==> config.mk <==
export PLATFORM = sky130hd
export DESIGN_NAME = streamStage
export DESIGN_NICKNAME = d
export VERILOG_FILES = /design/src/stagePkg.sv /design/src/dmaControl.sv /design/src/burstReader.sv /design/src/wordDecimator.sv /design/src/burstWriter.sv /design/src/streamStage.sv
export VERILOG_INCLUDE_DIRS = /design/src
export SDC_FILE = /design/constraint.sdc
export NUM_CORES = 1
export LEC_CHECK = 0
export BUFFER_PORTS_ARGS = -buffer_cell sky130_fd_sc_hd__buf_2
export CORE_ASPECT_RATIO = 0.8
export CORE_MARGIN = 3
export CORE_UTILIZATION = 59
export DETAILED_ROUTE_END_ITERATION = 7
export PLACE_DENSITY = 0.8
export SYNTH_ARGS = -nofsm -noshare
export SYNTH_HDL_FRONTEND = slang
export SYNTH_HIERARCHICAL = 1
export SYNTH_SLANG_ARGS = --single-unit
==> constraint.sdc <==
create_clock -name FCLK0 -period 8.3 [get_ports FCLK0]
set_input_delay 0.415 -clock FCLK0 [delete_from_list [all_inputs] [get_ports FCLK0]]
set_output_delay 0.415 -clock FCLK0 [all_outputs]
set_load 0.01 [all_outputs]
==> src/stage_consts.svh <==
`ifndef STAGE_CONSTS_SVH
`define STAGE_CONSTS_SVH

// datapath and address widths
`define DATA_W 64
`define ADDR_W 32

// words per read burst
`define BURST_BEATS 8

// word counters, byte count / 8
`define CNT_W 25

// register map
`define REG_IDX_W 2
`define REG_SRC 2'd0
`define REG_DEST 2'd1
`define REG_LEN 2'd2
`define REG_CMD 2'd3

`endif

==> src/stagePkg.sv <==
`default_nettype none
`include "stage_consts.svh"

package stagePkg;

  // one host register write, always accepted
  typedef struct packed {
    logic valid;
    logic [`REG_IDX_W-1:0] idx;
    logic [31:0] value;
  } regWriteT;

  // length register layout
  typedef struct packed {
    logic [3:0] shift;
    logic [27:0] byteCount;
  } lenWordT;

  // job as seen by reader and writer
  typedef struct packed {
    logic [`ADDR_W-1:0] src;
    logic [`ADDR_W-1:0] dest;
    logic [`CNT_W-1:0] inWords;
    logic [`CNT_W-1:0] outWords;
    logic [3:0] shift;
  } jobDescT;

  typedef struct packed {
    logic [`ADDR_W-1:0] addr;
  } rdReqT;

  // last marks the final beat of a burst
  typedef struct packed {
    logic [`DATA_W-1:0] data;
    logic last;
  } rdRespT;

  typedef struct packed {
    logic [`ADDR_W-1:0] addr;
    logic [`DATA_W-1:0] data;
  } wrReqT;

endpackage

`default_nettype wire

==> src/dmaControl.sv <==
`timescale 1ns/100ps
`default_nettype none
`include "stage_consts.svh"

module dmaControl (
  input  logic FCLK0,
  input  logic rstN,
  input  stagePkg::regWriteT regWrite,
  input  logic readerDone,
  input  logic writerDone,
  output stagePkg::jobDescT job,
  output logic start,
  output logic busy,
  output logic irq
);

  import stagePkg::*;

  logic [`ADDR_W-1:0] srcReg;
  logic [`ADDR_W-1:0] destReg;
  lenWordT lenReg;
  logic [`CNT_W-1:0] inWords;
  logic launch;
  logic readerSeen;
  logic writerSeen;
  logic readerFin;
  logic writerFin;

  // byte count in 64-bit words
  assign inWords = lenReg.byteCount[27:3];

  // start bit of a command write, dropped while a job runs
  assign launch = regWrite.valid && (regWrite.idx == `REG_CMD) && regWrite.value[0] && !busy;

  assign readerFin = readerSeen || readerDone;
  assign writerFin = writerSeen || writerDone;

  always_ff @(posedge FCLK0 or negedge rstN) begin
    if (!rstN) begin
      srcReg <= '0;
      destReg <= '0;
      lenReg <= '0;
    end else if (regWrite.valid) begin
      case (regWrite.idx)
        `REG_SRC: srcReg <= regWrite.value;
        `REG_DEST: destReg <= regWrite.value;
        `REG_LEN: lenReg <= regWrite.value;
        default: ;
      endcase
    end
  end

  // job snapshot taken together with start
  always_ff @(posedge FCLK0) begin
    if (launch) begin
      job.src <= srcReg;
      job.dest <= destReg;
      job.inWords <= inWords;
      job.outWords <= inWords >> lenReg.shift;
      job.shift <= lenReg.shift;
    end
  end

  always_ff @(posedge FCLK0 or negedge rstN) begin
    if (!rstN) begin
      start <= 1'b0;
      busy <= 1'b0;
      irq <= 1'b0;
      readerSeen <= 1'b0;
      writerSeen <= 1'b0;
    end else begin
      start <= launch;
      irq <= 1'b0;
      if (launch) begin
        busy <= 1'b1;
        readerSeen <= 1'b0;
        writerSeen <= 1'b0;
      end else if (busy) begin
        if (readerDone) readerSeen <= 1'b1;
        if (writerDone) writerSeen <= 1'b1;
        // both sides finished in either order
        if (readerFin && writerFin) begin
          busy <= 1'b0;
          irq <= 1'b1;
        end
      end
    end
  end

  doneOnlyWhileBusy: assert property (@(posedge FCLK0) disable iff (!rstN)
    (readerDone || writerDone) |-> busy);

endmodule

`default_nettype wire

==> src/burstReader.sv <==
`timescale 1ns/100ps
`default_nettype none
`include "stage_consts.svh"

module burstReader (
  input  logic FCLK0,
  input  logic rstN,
  input  stagePkg::jobDescT job,
  input  logic start,
  output stagePkg::rdReqT rdReq,
  output logic rdReqValid,
  input  logic rdReqReady,
  input  stagePkg::rdRespT rdResp,
  input  logic rdRespValid,
  output logic rdRespReady,
  output logic [`DATA_W-1:0] rdData,
  output logic rdValid,
  input  logic rdReady,
  output logic done
);

  logic [`ADDR_W-1:0] addr;
  logic [`CNT_W-1:0] reqLeft;
  logic [`CNT_W-1:0] rcvLeft;
  logic outstanding;
  logic reqFire;
  logic respFire;

  // response words go straight downstream
  assign rdData = rdResp.data;
  assign rdValid = rdRespValid;
  assign rdRespReady = rdReady;

  assign reqFire = rdReqValid && rdReqReady;
  assign respFire = rdRespValid && rdRespReady;

  // next burst address
  always_ff @(posedge FCLK0) begin
    if (start) begin
      addr <= job.src;
    end else if (reqFire) begin
      addr <= addr + `ADDR_W'(`BURST_BEATS * (`DATA_W / 8));
    end
  end

  always_ff @(posedge FCLK0) begin
    if (!rdReqValid) begin
      rdReq.addr <= addr;
    end
  end

  always_ff @(posedge FCLK0 or negedge rstN) begin
    if (!rstN) begin
      reqLeft <= '0;
      rcvLeft <= '0;
      rdReqValid <= 1'b0;
      outstanding <= 1'b0;
      done <= 1'b0;
    end else begin
      done <= 1'b0;
      if (start) begin
        reqLeft <= job.inWords;
        rcvLeft <= job.inWords;
      end else begin
        // one burst in flight at a time
        if (!rdReqValid && !outstanding && reqLeft != '0) begin
          rdReqValid <= 1'b1;
        end else if (reqFire) begin
          rdReqValid <= 1'b0;
          outstanding <= 1'b1;
          reqLeft <= reqLeft - `CNT_W'(`BURST_BEATS);
        end
        if (respFire) begin
          rcvLeft <= rcvLeft - 1'b1;
          if (rdResp.last) outstanding <= 1'b0;
          if (rcvLeft == `CNT_W'(1)) done <= 1'b1;
        end
      end
    end
  end

  respWithoutBurst: assert property (@(posedge FCLK0) disable iff (!rstN)
    rdRespValid |-> outstanding);

endmodule

`default_nettype wire

==> src/wordDecimator.sv <==
`timescale 1ns/100ps
`default_nettype none
`include "stage_consts.svh"

module wordDecimator (
  input  logic FCLK0,
  input  logic rstN,
  input  logic start,
  input  logic [3:0] shift,
  input  logic [`DATA_W-1:0] inData,
  input  logic inValid,
  output logic inReady,
  output logic [`DATA_W-1:0] outData,
  output logic outValid,
  input  logic outReady
);

  localparam int PHASE_W = 15;

  logic [PHASE_W-1:0] phase;
  logic [PHASE_W-1:0] phaseMask;
  logic keep;
  logic inFire;

  // 2^shift - 1, all ones for shift 15
  assign phaseMask = (PHASE_W'(1) << shift) - PHASE_W'(1);
  assign keep = (phase & phaseMask) == '0;

  // empty, or draining this cycle
  assign inReady = !outValid || outReady;
  assign inFire = inValid && inReady;

  always_ff @(posedge FCLK0 or negedge rstN) begin
    if (!rstN) begin
      phase <= '0;
      outValid <= 1'b0;
    end else begin
      if (start) begin
        phase <= '0;
      end else if (inFire) begin
        phase <= phase + 1'b1;
      end
      if (inFire && keep) begin
        outValid <= 1'b1;
      end else if (outReady) begin
        outValid <= 1'b0;
      end
    end
  end

  always_ff @(posedge FCLK0) begin
    if (inFire && keep) begin
      outData <= inData;
    end
  end

endmodule

`default_nettype wire

==> src/burstWriter.sv <==
`timescale 1ns/100ps
`default_nettype none
`include "stage_consts.svh"

module burstWriter (
  input  logic FCLK0,
  input  logic rstN,
  input  stagePkg::jobDescT job,
  input  logic start,
  input  logic [`DATA_W-1:0] inData,
  input  logic inValid,
  output logic inReady,
  output stagePkg::wrReqT wrReq,
  output logic wrReqValid,
  input  logic wrReqReady,
  input  logic wrAckValid,
  output logic done
);

  logic [`ADDR_W-1:0] addr;
  logic [`CNT_W-1:0] ackLeft;
  logic [`CNT_W-1:0] pending;
  logic inFire;
  logic wrFire;

  assign inReady = !wrReqValid || wrReqReady;
  assign inFire = inValid && inReady;
  assign wrFire = wrReqValid && wrReqReady;

  // destination walks one word per write
  always_ff @(posedge FCLK0) begin
    if (start) begin
      addr <= job.dest;
    end else if (inFire) begin
      addr <= addr + `ADDR_W'(`DATA_W / 8);
    end
  end

  always_ff @(posedge FCLK0) begin
    if (inFire) begin
      wrReq.addr <= addr;
      wrReq.data <= inData;
    end
  end

  always_ff @(posedge FCLK0 or negedge rstN) begin
    if (!rstN) begin
      wrReqValid <= 1'b0;
    end else if (inFire) begin
      wrReqValid <= 1'b1;
    end else if (wrReqReady) begin
      wrReqValid <= 1'b0;
    end
  end

  // writes accepted by memory but not yet acknowledged
  always_ff @(posedge FCLK0 or negedge rstN) begin
    if (!rstN) begin
      pending <= '0;
    end else begin
      case ({wrFire, wrAckValid})
        2'b10: pending <= pending + 1'b1;
        2'b01: pending <= pending - 1'b1;
        default: ;
      endcase
    end
  end

  always_ff @(posedge FCLK0 or negedge rstN) begin
    if (!rstN) begin
      ackLeft <= '0;
      done <= 1'b0;
    end else begin
      done <= 1'b0;
      if (start) begin
        ackLeft <= job.outWords;
      end else if (wrAckValid) begin
        ackLeft <= ackLeft - 1'b1;
        if (ackLeft == `CNT_W'(1)) done <= 1'b1;
      end
    end
  end

  ackWithoutWrite: assert property (@(posedge FCLK0) disable iff (!rstN)
    wrAckValid |-> pending != '0);

endmodule

`default_nettype wire

==> src/streamStage.sv <==
`timescale 1ns/100ps
`default_nettype none
`include "stage_consts.svh"

module streamStage (
  input  logic FCLK0,
  input  logic rstN,
  input  stagePkg::regWriteT regWrite,
  output stagePkg::rdReqT rdReq,
  output logic rdReqValid,
  input  logic rdReqReady,
  input  stagePkg::rdRespT rdResp,
  input  logic rdRespValid,
  output logic rdRespReady,
  output stagePkg::wrReqT wrReq,
  output logic wrReqValid,
  input  logic wrReqReady,
  input  logic wrAckValid,
  output logic busy,
  output logic irq
);

  import stagePkg::*;

  jobDescT job;
  logic start;
  logic readerDone;
  logic writerDone;

  // reader to decimator
  logic [`DATA_W-1:0] rdData;
  logic rdValid;
  logic rdReady;

  // decimator to writer
  logic [`DATA_W-1:0] decData;
  logic decValid;
  logic decReady;

  dmaControl u_dmaControl (
    .FCLK0(FCLK0),
    .rstN(rstN),
    .regWrite(regWrite),
    .readerDone(readerDone),
    .writerDone(writerDone),
    .job(job),
    .start(start),
    .busy(busy),
    .irq(irq)
  );

  burstReader u_burstReader (
    .FCLK0(FCLK0),
    .rstN(rstN),
    .job(job),
    .start(start),
    .rdReq(rdReq),
    .rdReqValid(rdReqValid),
    .rdReqReady(rdReqReady),
    .rdResp(rdResp),
    .rdRespValid(rdRespValid),
    .rdRespReady(rdRespReady),
    .rdData(rdData),
    .rdValid(rdValid),
    .rdReady(rdReady),
    .done(readerDone)
  );

  wordDecimator u_wordDecimator (
    .FCLK0(FCLK0),
    .rstN(rstN),
    .start(start),
    .shift(job.shift),
    .inData(rdData),
    .inValid(rdValid),
    .inReady(rdReady),
    .outData(decData),
    .outValid(decValid),
    .outReady(decReady)
  );

  burstWriter u_burstWriter (
    .FCLK0(FCLK0),
    .rstN(rstN),
    .job(job),
    .start(start),
    .inData(decData),
    .inValid(decValid),
    .inReady(decReady),
    .wrReq(wrReq),
    .wrReqValid(wrReqValid),
    .wrReqReady(wrReqReady),
    .wrAckValid(wrAckValid),
    .done(writerDone)
  );

endmodule

`default_nettype wire

* Yosys cells after proc, flatten, opt, wreduce, memory -nomap -nowiden
Cells that the tools add are included.
W data, S select, Z words.
** Storage, ports and cells
- Register bits :: 571
- Logic and storage cells :: 127
** Cells by class
- Add/subtract/negate cells :: 7
- Eq/ne operators :: 6
- Shift-type cells :: 2
- Mux-type cells :: 41
- Bitwise gates (word level) :: 2
- Reduce and logical (&&, ||, !) cells :: 39
** Operators with widths (count)
- $mux W25 :: 7
- $mux W32 :: 4
- $eq A25 B1 Y1 const B :: 2
- $sub A25 B1 Y25 const B :: 2
- $add A32 B4 Y32 const B :: 1
- $add A32 B7 Y32 const B :: 1
- $mux W15 :: 2
- $mux W1 :: 28
- $reduce_bool A25 Y1 :: 1
- $shr A25 B4 Y25 :: 1
- $sub A25 B4 Y25 const B :: 1
- $reduce_bool A2 Y1 :: 10
- $add A15 B1 Y15 const B :: 1
- $and A15 B15 Y15 :: 1
- $logic_not A15 Y1 :: 1
- $shl A1 B4 Y15 const A :: 1
- $sub A15 B2 Y15 const B :: 1
- $reduce_and A2 Y1 :: 7
- $logic_and A1 B1 Y1 :: 10
- $logic_not A1 Y1 :: 5
- $eq A2 B2 Y1 const B :: 2
- $logic_or A1 B1 Y1 :: 4
- $eq A2 B1 Y1 const B :: 1
- $logic_not A2 Y1 :: 1
- other kinds (2) :: 2

* Depth between registers and ports, before layout
Gate-level depths: netlist of the first run.
- Word-level depth :: 6
- Depth in mapped cells :: 9
- Depth with buffers taken out :: 8

* By module
The synthesis of the first run kept the hierarchy.
** Modules (own cells, without submodules)
- dmaControl :: instances 1, cells an instance 466, area each 8247.9 um^2, sequential area each 5995.8 um^2
- burstReader :: instances 1, cells an instance 588, area each 6288.5 um^2, sequential area each 3248.1 um^2
- burstWriter :: instances 1, cells an instance 451, area each 6276.0 um^2, sequential area each 4519.3 um^2
- wordDecimator :: instances 1, cells an instance 192, area each 3007.9 um^2, sequential area each 2322.2 um^2

* Least setup slack after synthesis of the first run
OpenSTA, ideal clock, no wires.
- Kind :: register to register
- Start :: register u_dmaControl/job[1] (netlist name)
- End :: register u_wordDecimator.outData[0] (enable)
- Arrival time :: 6.012 ns
- Slack :: 1.723 ns
- Cell stages (with the launch flop) :: 10
- Clock period less this slack :: 6.577 ns
- Cells stage by stage :: edfxtp_1 > nor3_1 > nand2b_1 > ha_1 > clkbuf_1 > nand3_1 > nor2_1 > nor3_2 > o2111ai_1 > nor3_1
** On the way
- Longest elaborated chain between the ends :: 5
** Ends and longest elaborated chain
- $shl A1 B4 Y15 :: line wordDecimator.sv:26 : assign phaseMask = (PHASE_W'(1) << shift) - PHASE_W'(1);
- $sub A15 B2 Y15 :: line wordDecimator.sv:26
- $and A15 B15 Y15 :: line wordDecimator.sv:27 : assign keep = (phase & phaseMask) == '0;
- $logic_not A15 Y1 :: line wordDecimator.sv:27
- $logic_and A1 B1 Y1 :: line wordDecimator.sv:52 : if (inFire && keep) begin
- end signal: assignment :: line wordDecimator.sv:53 : outData <= inData;
- end: declaration :: line wordDecimator.sv:13 : output logic [`DATA_W-1:0] outData,
No other way between the ends.
A chain may end at the register's enable or synchronous reset.

* Final worst setup path of the first run
- Start :: register u_dmaControl/job[1] (netlist name)
- End :: register u_wordDecimator.outData[40] (enable)
** On the way
- Longest elaborated chain between the ends :: 5
** Ends and longest elaborated chain (line)
- $shl A1 B4 Y15 :: wordDecimator.sv:26
- $sub A15 B2 Y15 :: wordDecimator.sv:26
- $and A15 B15 Y15 :: wordDecimator.sv:27
- $logic_not A15 Y1 :: wordDecimator.sv:27
- $logic_and A1 B1 Y1 :: wordDecimator.sv:52
No other way between the ends.

==> run summary, run 1 <==
The flow ran to the end, but the final reports show violations. The final reports fail on DRC. The critical path in this run is classified as register to register. Fill cells in the final layout number 2604. The combinational fraction of design power was 0.139. The H-tree generated during clock tree synthesis spans 2 levels. By area the synthesized netlist is led by edfxtp_1, dfrtp_1, mux2_2. Pin placement for this block handled 239 I/O pins. At the worst endpoint, the required time is 8510 ps. Before antenna repair, the detailed router went through 7 iterations. The largest area contributor in the netlist was edfxtp_1. Once placement finished, the instance area stood at 25000 um^2.

The internal power is 5.26 mW. Switching fraction of total power: 0.267. The fraction of synthesis flops using an asynchronous set or reset pin is 0.342. Entering global routing, the biggest net connects 95 pins.

The routed layout has 15400 vias. In the final design database the tool counted 2023 nets. The CTS clock-pin slew for the worst setup and hold paths is 80 ps, and the clock skew is 19.6 ps. The total negative setup slack was 0 ps.

The area growth from synthesis to layout is 14.0%. The clock reaches the later pin of the worst-skew pair after 580 ps. For hold timing, the worst endpoint is u_wordDecimator/outData[17]. In the routed layout, each cell is associated on average with a via count of 6.19. The run gives 0 as the number of hold violations in the final report.

The netlist area before placement was 23800 um^2. The worst slew margin relative to its limit was 0.187; the die span in x was 231 um. The worst reg2reg path depth was 9. The vertical die dimension is 186 um. The worst setup path is launched from a register. The maximum frequency from static timing analysis was 318 MHz. The number of enable flip-flop cells after synthesis is 374, and the clock group share of total power is 0.342.

The largest fanout on the critical path works out to 64. The share of the synthesized area in the top cell type was 0.471; the peak supply drop was 0.171 mV. Routed length per instance: 23.3 um. The power per cell area was 264 nW/um^2; the final estimated routing congestion in global placement was 0.878. The number of buffers inserted by port buffering was 238; the reg2reg setup slack was 5150 ps. Once layout is complete, the cells apart from fillers number 2488. The post-route clock period utilization is 0.379.

The class of the tightest hold or removal check was input port to register. TritonCTS built the clock tree. Data on the critical path arrives at its endpoint at 3360 ps.

The worst register-to-register path ends at u_wordDecimator/outData[40]. The count of yosys warnings during synthesis came out at 6. The root buffer cell chosen for the clock tree is clkbuf_16. The minimum setup slack after placement is 5190 ps.

The tools report the distinct cell type count of the synthesized netlist as 79. The cell depth of the worst hold path came out at 1. The sum of overflow across all layers after global routing is 0. Setup repair after global routing left no endpoint under its margin.

The tools report the startpoint of the lowest-slack hold path as rdResp[18]. The floorplan row count was 65. Sequential group share of total power: 0.518. The logs give 4 for the initial antenna violation count and 39600 um^2 for the core region area. Origin of the critical flop-to-flop path: u_dmaControl/job[1]. Buffers inserted during clock tree synthesis total 51.

Across the run, the number of max-cap violations was 0. Count of pins over their slew limit: 0. The fraction of final layout cells sized beyond drive strength 1 is 0.254, and the clock period minus worst slack is 3150 ps.

The post-route DRC violation count was 1. Most used flip-flop cell after synthesis: edfxtp_1. For this design the static power due to leakage is 9.90 nW. The worst-case clock buffer depth is 3.

At the pin with the least slew margin, the transition time is 1220 ps. The post-synthesis average cell area works out to 14.0 um^2. The number of nets handed over by synthesis was 1812.

The number of routed nets with antenna violations is 0, and the number of register bits inferred by synthesis is 568. For the count of final setup violators, the log shows 0. Counting every instance in the synthesized netlist gives 1697. For the sequential standard cell area, the log shows 16100 um^2.

The logs give 86800 um for the first-pass GRT wire length and 1.91 mW for the switching power. Across all setup checks in the final design, the least slack found is 5150 ps. The via count of the first global-routing pass is 14500, and the CTS sink count is 568. For the total routing usage reported by global routing, the log shows 0.263.

Summing all multi-input logic gate instances after layout gives 6790 um^2. The run gives 42800 um^2 as the die outline area. STA classifies the critical path endpoint as a register. The area of all placed cells without fillers is 27200 um^2. The tools report the effective utilization at floorplan as 0.601. The half-perimeter wire length after detailed placement was 38400 um; the part of the Yosys area used for sequential elements was 0.675. The logs give 2346 for the instance count after placement with tap cells included and 11.1 ps for the worst hold slack across all endpoints. For this block, the routed nets add up to 57900 um of wire. DRC violation total after the first TritonRoute iteration: 1818.
[through the flow]
stage | util | total power, mW
floorplan | - | 4.39
global placement | 0.630 | 4.66
detailed placement | 0.630 | 4.72
CTS | 0.684 | 7.15
global route | 0.686 | 7.45
finish | 0.686 | 7.17
[how the worst max path moves through the flow]
| stage | from | to | slack (ps) | cells after the start |
|---|---|---|---|---|
| after floorplan | u_dmaControl/job[1] | u_wordDecimator/outData[0] | 1720 | 9 |
| after global placement | u_dmaControl/job[1] | u_wordDecimator/outData[20] | 5210 | 9 |
| final | u_dmaControl/job[1] | u_wordDecimator/outData[40] | 5150 | 9 |
| after global routing | u_dmaControl/job[1] | u_wordDecimator/outData[36] | 4880 | 9 |
| after detailed placement | u_dmaControl/job[1] | u_wordDecimator/outData[15] | 5190 | 9 |
| after CTS | u_dmaControl/job[1] | u_wordDecimator/outData[12] | 5190 | 9 |
[worst max-delay path: stages (launching register included)]
cell       delay (ps)
edfxtp_1          600
nor3_1            350
nand2b_1          100
ha_1              310
nand3_1           130
nor2_1             60
nor3_2            160
o2111ai_1         170
nor3_2            210
buf_4             650
[final cells by class]
class | count | share of cell area
Tap cell | 536 | 0.0247
Clock inverter | 31 | 0.0130
Clock buffer | 64 | 0.0510
Timing Repair Buffer | 296 | 0.0644
Multi-Input combinational cell | 961 | 0.250
Sequential cell | 568 | 0.592
Inverter | 30 | 0.00415
Antenna cell | 2 | 0.000184
[flip-flops by register name, indices dropped and copies added (netlist names), 4 cells and up]
register and flops:
u_burstReader/addr 32, u_burstReader/rcvLeft 25, u_burstReader/rdReq 32, u_burstReader/reqLeft 25
u_burstWriter/ackLeft 25, u_burstWriter/addr 32, u_burstWriter/wrReq 96, u_dmaControl/destReg 32
u_dmaControl/inWords 25, u_dmaControl/job 118, u_dmaControl/lenReg 4, u_dmaControl/srcReg 32
u_wordDecimator/outData 64, u_wordDecimator/phase 15
[layout by cell type (no fill, tap or decap), types with 6 or more instances in the layout]
cell / n
edfxtp_1: 374
buf_2: 237
dfrtp_1: 193
mux2_2: 122
nand2_1: 110
nor2_1: 88
o21ai_0: 70
clkbuf_16: 51
nand3_1: 48
dlygate4sd3_1: 45
xnor2_1: 39
or4_1: 37
a31oi_1: 37
mux2i_1: 37
xor2_1: 31
nand4_1: 29
nor3_1: 29
inv_1: 28
o31ai_1: 28
nor4_1: 28
a21oi_1: 24
or3_1: 20
and2_1: 17
clkinv_2: 15
buf_4: 13
nand2b_1: 13
and3_1: 12
and4_1: 11
o211ai_1: 9
ha_1: 9
clkbuf_1: 7
clkbuf_8: 7
o311ai_0: 7
a211oi_1: 7
bufinv_16: 6
or2_2: 6
nor2b_1: 6
a311oi_1: 6
nand4b_1: 6
[layer usage]
metal  global-route usage  vias up  share of wire
met5                    0        -        0.00016
met4               0.0632        2          0.022
met3               0.0562      101          0.090
met2                0.409      770           0.47
met1                0.387     7736           0.42
li1                     -     6787              -
[Yosys cell counts (29+ instances only)]
| cell type | instances |
|---|---|
| edfxtp_1 | 374 |
| dfrtp_1 | 194 |
| mux2_2 | 122 |
| nand2_1 | 110 |
| nor2_1 | 89 |
| o21ai_0 | 70 |
| buf_4 | 66 |
| nand3_1 | 48 |
| xnor2_1 | 39 |
| clkbuf_1 | 38 |
| a31oi_1 | 37 |
| mux2i_1 | 37 |
| or4_1 | 37 |
| xor2_1 | 31 |
| nor3_1 | 30 |
| nand4_1 | 29 |
[power groups by stage]
stage	clock network (mW)	logic, mW	registers (mW)
after CTS	2.46	0.988	3.71
after global placement	0	0.923	3.74
final	2.46	0.998	3.72
after detailed placement	0	0.962	3.76
after floorplan	0	0.696	3.69
after global routing	2.60	1.09	3.76
[cell families after synthesis]
kind of cell               count (synthesis)  share of synthesized area
and+or+nand+nor                          498                      0.115
adders and majority gates                  9                    0.00473
muxes                                    166                     0.0803
xor gates and xnor gates                  70                     0.0257
DFF                                      568                      0.675
AOI/OAI and AO/OA                        218                     0.0589
buffers and inverters                    168                     0.0404
[what timing repair did]
| item | in CTS | in global routing |
|---|---|---|
| setup buffers | 0 | 0 |
| endpoints found under the setup margin | 0 | 0 |
| hold buffers | 40 | 5 |
| resized for setup | 0 | 0 |
| endpoints found under the hold margin | 118 | 5 |
(Power assumes the default switching activity.)
==> run 2, diff against run 1 <==
clock period = 3.3 ns   (was 8.3 ns; I/O delays follow)
==> run 2 against run 1 <==
Net effect: the flow now finishes without violations; worst hold slack improved by 110 ps; sequential share of layout area down 1.7 points; via count grew 3.3%; critical endpoint is now u_wordDecimator/outData[6]; global-route usage increased by 1.9 points; sequential power rose to 2.5 times the previous value; combinational power rose to 2.7 times the previous value; fmax increased by 12%; clock skew is 4.2 ps higher.
==> run summary, run 2 (synthesis results as in run 1) <==
The tools report the number of hold violations in the final report as 0. The register with the most flip-flops in the final layout is u_dmaControl/job. The number of buffers inserted to repair setup after CTS was 0; the worst reg2reg path depth was 8. The largest fanout on the critical path works out to 29. Leaving out fill and tap cells, the most frequent cells in the layout are edfxtp_1, buf_2, dfrtp_1.

The die span in x came out at 231 um. After the first detailed-routing iteration, the DRC count stood at 1936. The cell depth of the worst hold path was 4; the H-tree depth reported by CTS was 2.

Critical path arrival: 3100 ps. Setup repair after global routing left no endpoint under its margin. The run gives 2101 as the number of nets in the layout.

The worst setup path is of the register to register kind. In the routed layout, each cell is associated on average with a via count of 6.20. No sink is reached through more buffers than the 3 on the longest clock path. Via count of the first global-routing pass: 15400. The required arrival time at the worst endpoint came out at 3590 ps. The worst hold path belongs to the class input port to register. The clock arrives with 23.8 ps of skew. The die covers 42800 um^2.

The congestion estimate from routability-driven global placement came to 0.915. The endpoint identified for the worst register-to-register timing path is u_wordDecimator/outData[6]. In the post-route analysis, the smallest setup slack over all paths is 493 ps. The antenna diode count is 0, and the CTS clock-pin slew for the worst setup and hold paths is 70 ps. The effective utilization at floorplan was 0.601; the half-perimeter wire length after detailed placement was 38600 um.

Leaving out fill and tap cells, the most frequent cell in the layout is edfxtp_1. For this block, the routed nets add up to 60700 um of wire. The layout overhead on the synthesized area came out at 17.3%. The logs give 39600 um^2 for the core region area and 0 for the sum of overflow across all layers after global routing. Entering global routing, the biggest net connects 73 pins. The most critical setup path has its endpoint at u_wordDecimator/outData[6]. In this run the power density over the cells is 653 nW/um^2. OpenSTA, run right after detailed placement, puts the worst setup slack at 478 ps. Setup violations remaining at the end of the flow were counted as 0. The worst slew margin relative to its limit is 0.240, and the number of buffers inserted by port buffering is 238. Floorplan row count: 65. Summing all non-filler instances in the final layout gives an area of 28000 um^2. The run gives 0 as the post-cts resize count. The logs give 0 for the initial antenna violation count and 490 ps for the reg2reg setup slack. Across the VDD grid, the largest voltage drop is 0.381 mV.

TritonCTS built the clock tree. At the pin with the least slew margin, the transition time is 1130 ps. The total routing usage reported by global routing came out at 0.282. The detail route stage leaves a number of antenna-violating nets equal to 0.

For the worst-skew pair, the clock arrives at the later sink with an insertion delay of 600 ps. The logs give 92600 um for the first-pass GRT wire length and 10.2 nW for the leakage power total. The run gives 239 as the total I/O pin count. The largest registers in the layout are u_dmaControl/job (118), u_burstWriter/wrReq (96), u_wordDecimator/outData (64).

In this run the cell area measured after placement is 25200 um^2. In the final routed layout, each cell accounts on average for 23.7 um. Clock tree synthesis selected as its root buffer the cell clkbuf_16. The tools report the CTS sink count as 568. The run finished with clean final reports. The worst register-to-register path begins at u_dmaControl/job[3]. In the routed design, unresolved DRC markers number 0. After clock tree synthesis, the flow added hold-fix buffers numbering 101. The tools report the type of element launching the critical path as a register.

The vertical die dimension is 186 um. The critical path starts at u_dmaControl/job[3]. The post-route clock period utilization was 0.851. The run gives 0 as the max capacitance violation total. STA classifies the critical path endpoint as a register. Across all layers, the routed design uses 15900 vias. The count of pins over their slew limit is 0, and the fraction of final layout cells sized beyond drive strength 1 is 0.251.

The run gives 356 MHz as the maximum frequency from static timing analysis. In this run, CTS created clock tree buffers numbering 52. The first TritonRoute pass finished after 6 iterations. The clock period minus worst slack is 2810 ps, and the number of flip-flops under the largest register name is 118.
run 2: cell count changes in the layout (fill, tap and decap cells not counted), sizes merged:
| cell | before | now |
|---|---|---|
| clkbuf | 65 | 71 |
| diode | 2 | 0 |
| bufinv | 6 | 5 |
| inv | 34 | 33 |
| dlygate4sd3 | 45 | 101 |
| clkinvlp | 2 | 1 |
| buf | 250 | 271 |
run 2: through the flow:
step | util | total power, mW | setup TNS [ps] | hold WS, ps | instances
after floorplan | - | 11.0 | -11940 | -131 | 1697
after global placement | 0.636 | 11.8 | 0 | 210 | 2367
after detailed placement | 0.636 | 12.0 | 0 | 218 | 2367
after CTS | 0.706 | 18.2 | 0 | 90.9 | 2566
after global routing | 0.706 | 18.9 | 0 | 174 | 2566
final | 0.706 | 18.2 | 0 | 121 | 2566
run 2: worst max-delay path, stage by stage (launching register included):
cell and delay (ps):
edfxtp_1 580, nor3_2 300, nand2_1 80, ha_1 300
o2111ai_1 130, nor3_2 200, o2111ai_2 170, nor3_4 470
buf_12 270
run 2: power by group:
group,internal (mW),leakage [nW],total (mW),switching (mW)
clock network,3.50,0.854,6.20,2.70
registers,8.58,5.69,9.34,0.759
logic,1.25,3.70,2.70,1.45
total,13.3,10.2,18.2,4.91
run 2: final cells by class:
type,instances,area (um^2)
fillers,2460,11700
multi-input cells,961,6810
well taps,536,671
flip-flops and latches,568,16100
clock inverters,28,289
repair buffers,373,2530
inverters,30,113
clock buffers,70,1450
run 2: how the worst min path moves through the flow:
| stage | from | to | slack [ps] |
|---|---|---|---|
| floorplan | rstN | u_burstReader/done | -130 |
| global placement | rstN | u_burstReader/reqLeft[21] | 210 |
| detailed placement | rstN | u_burstReader/reqLeft[21] | 220 |
| CTS | rdReqReady | u_burstReader/reqLeft[4] | 90 |
| global route | rdRespValid | u_wordDecimator/outValid | 170 |
| finish | rdReqReady | u_burstReader/reqLeft[4] | 120 |
run 2: metal layers:
| metal | routed length [um] | track usage | vias up |
|---|---|---|---|
| met5 | 0 | 0 | - |
| met4 | 1630 | 0.0795 | 0 |
| met3 | 5240 | 0.0496 | 121 |
| met2 | 28600 | 0.448 | 880 |
| met1 | 25300 | 0.407 | 7975 |
| li1 | - | - | 6930 |
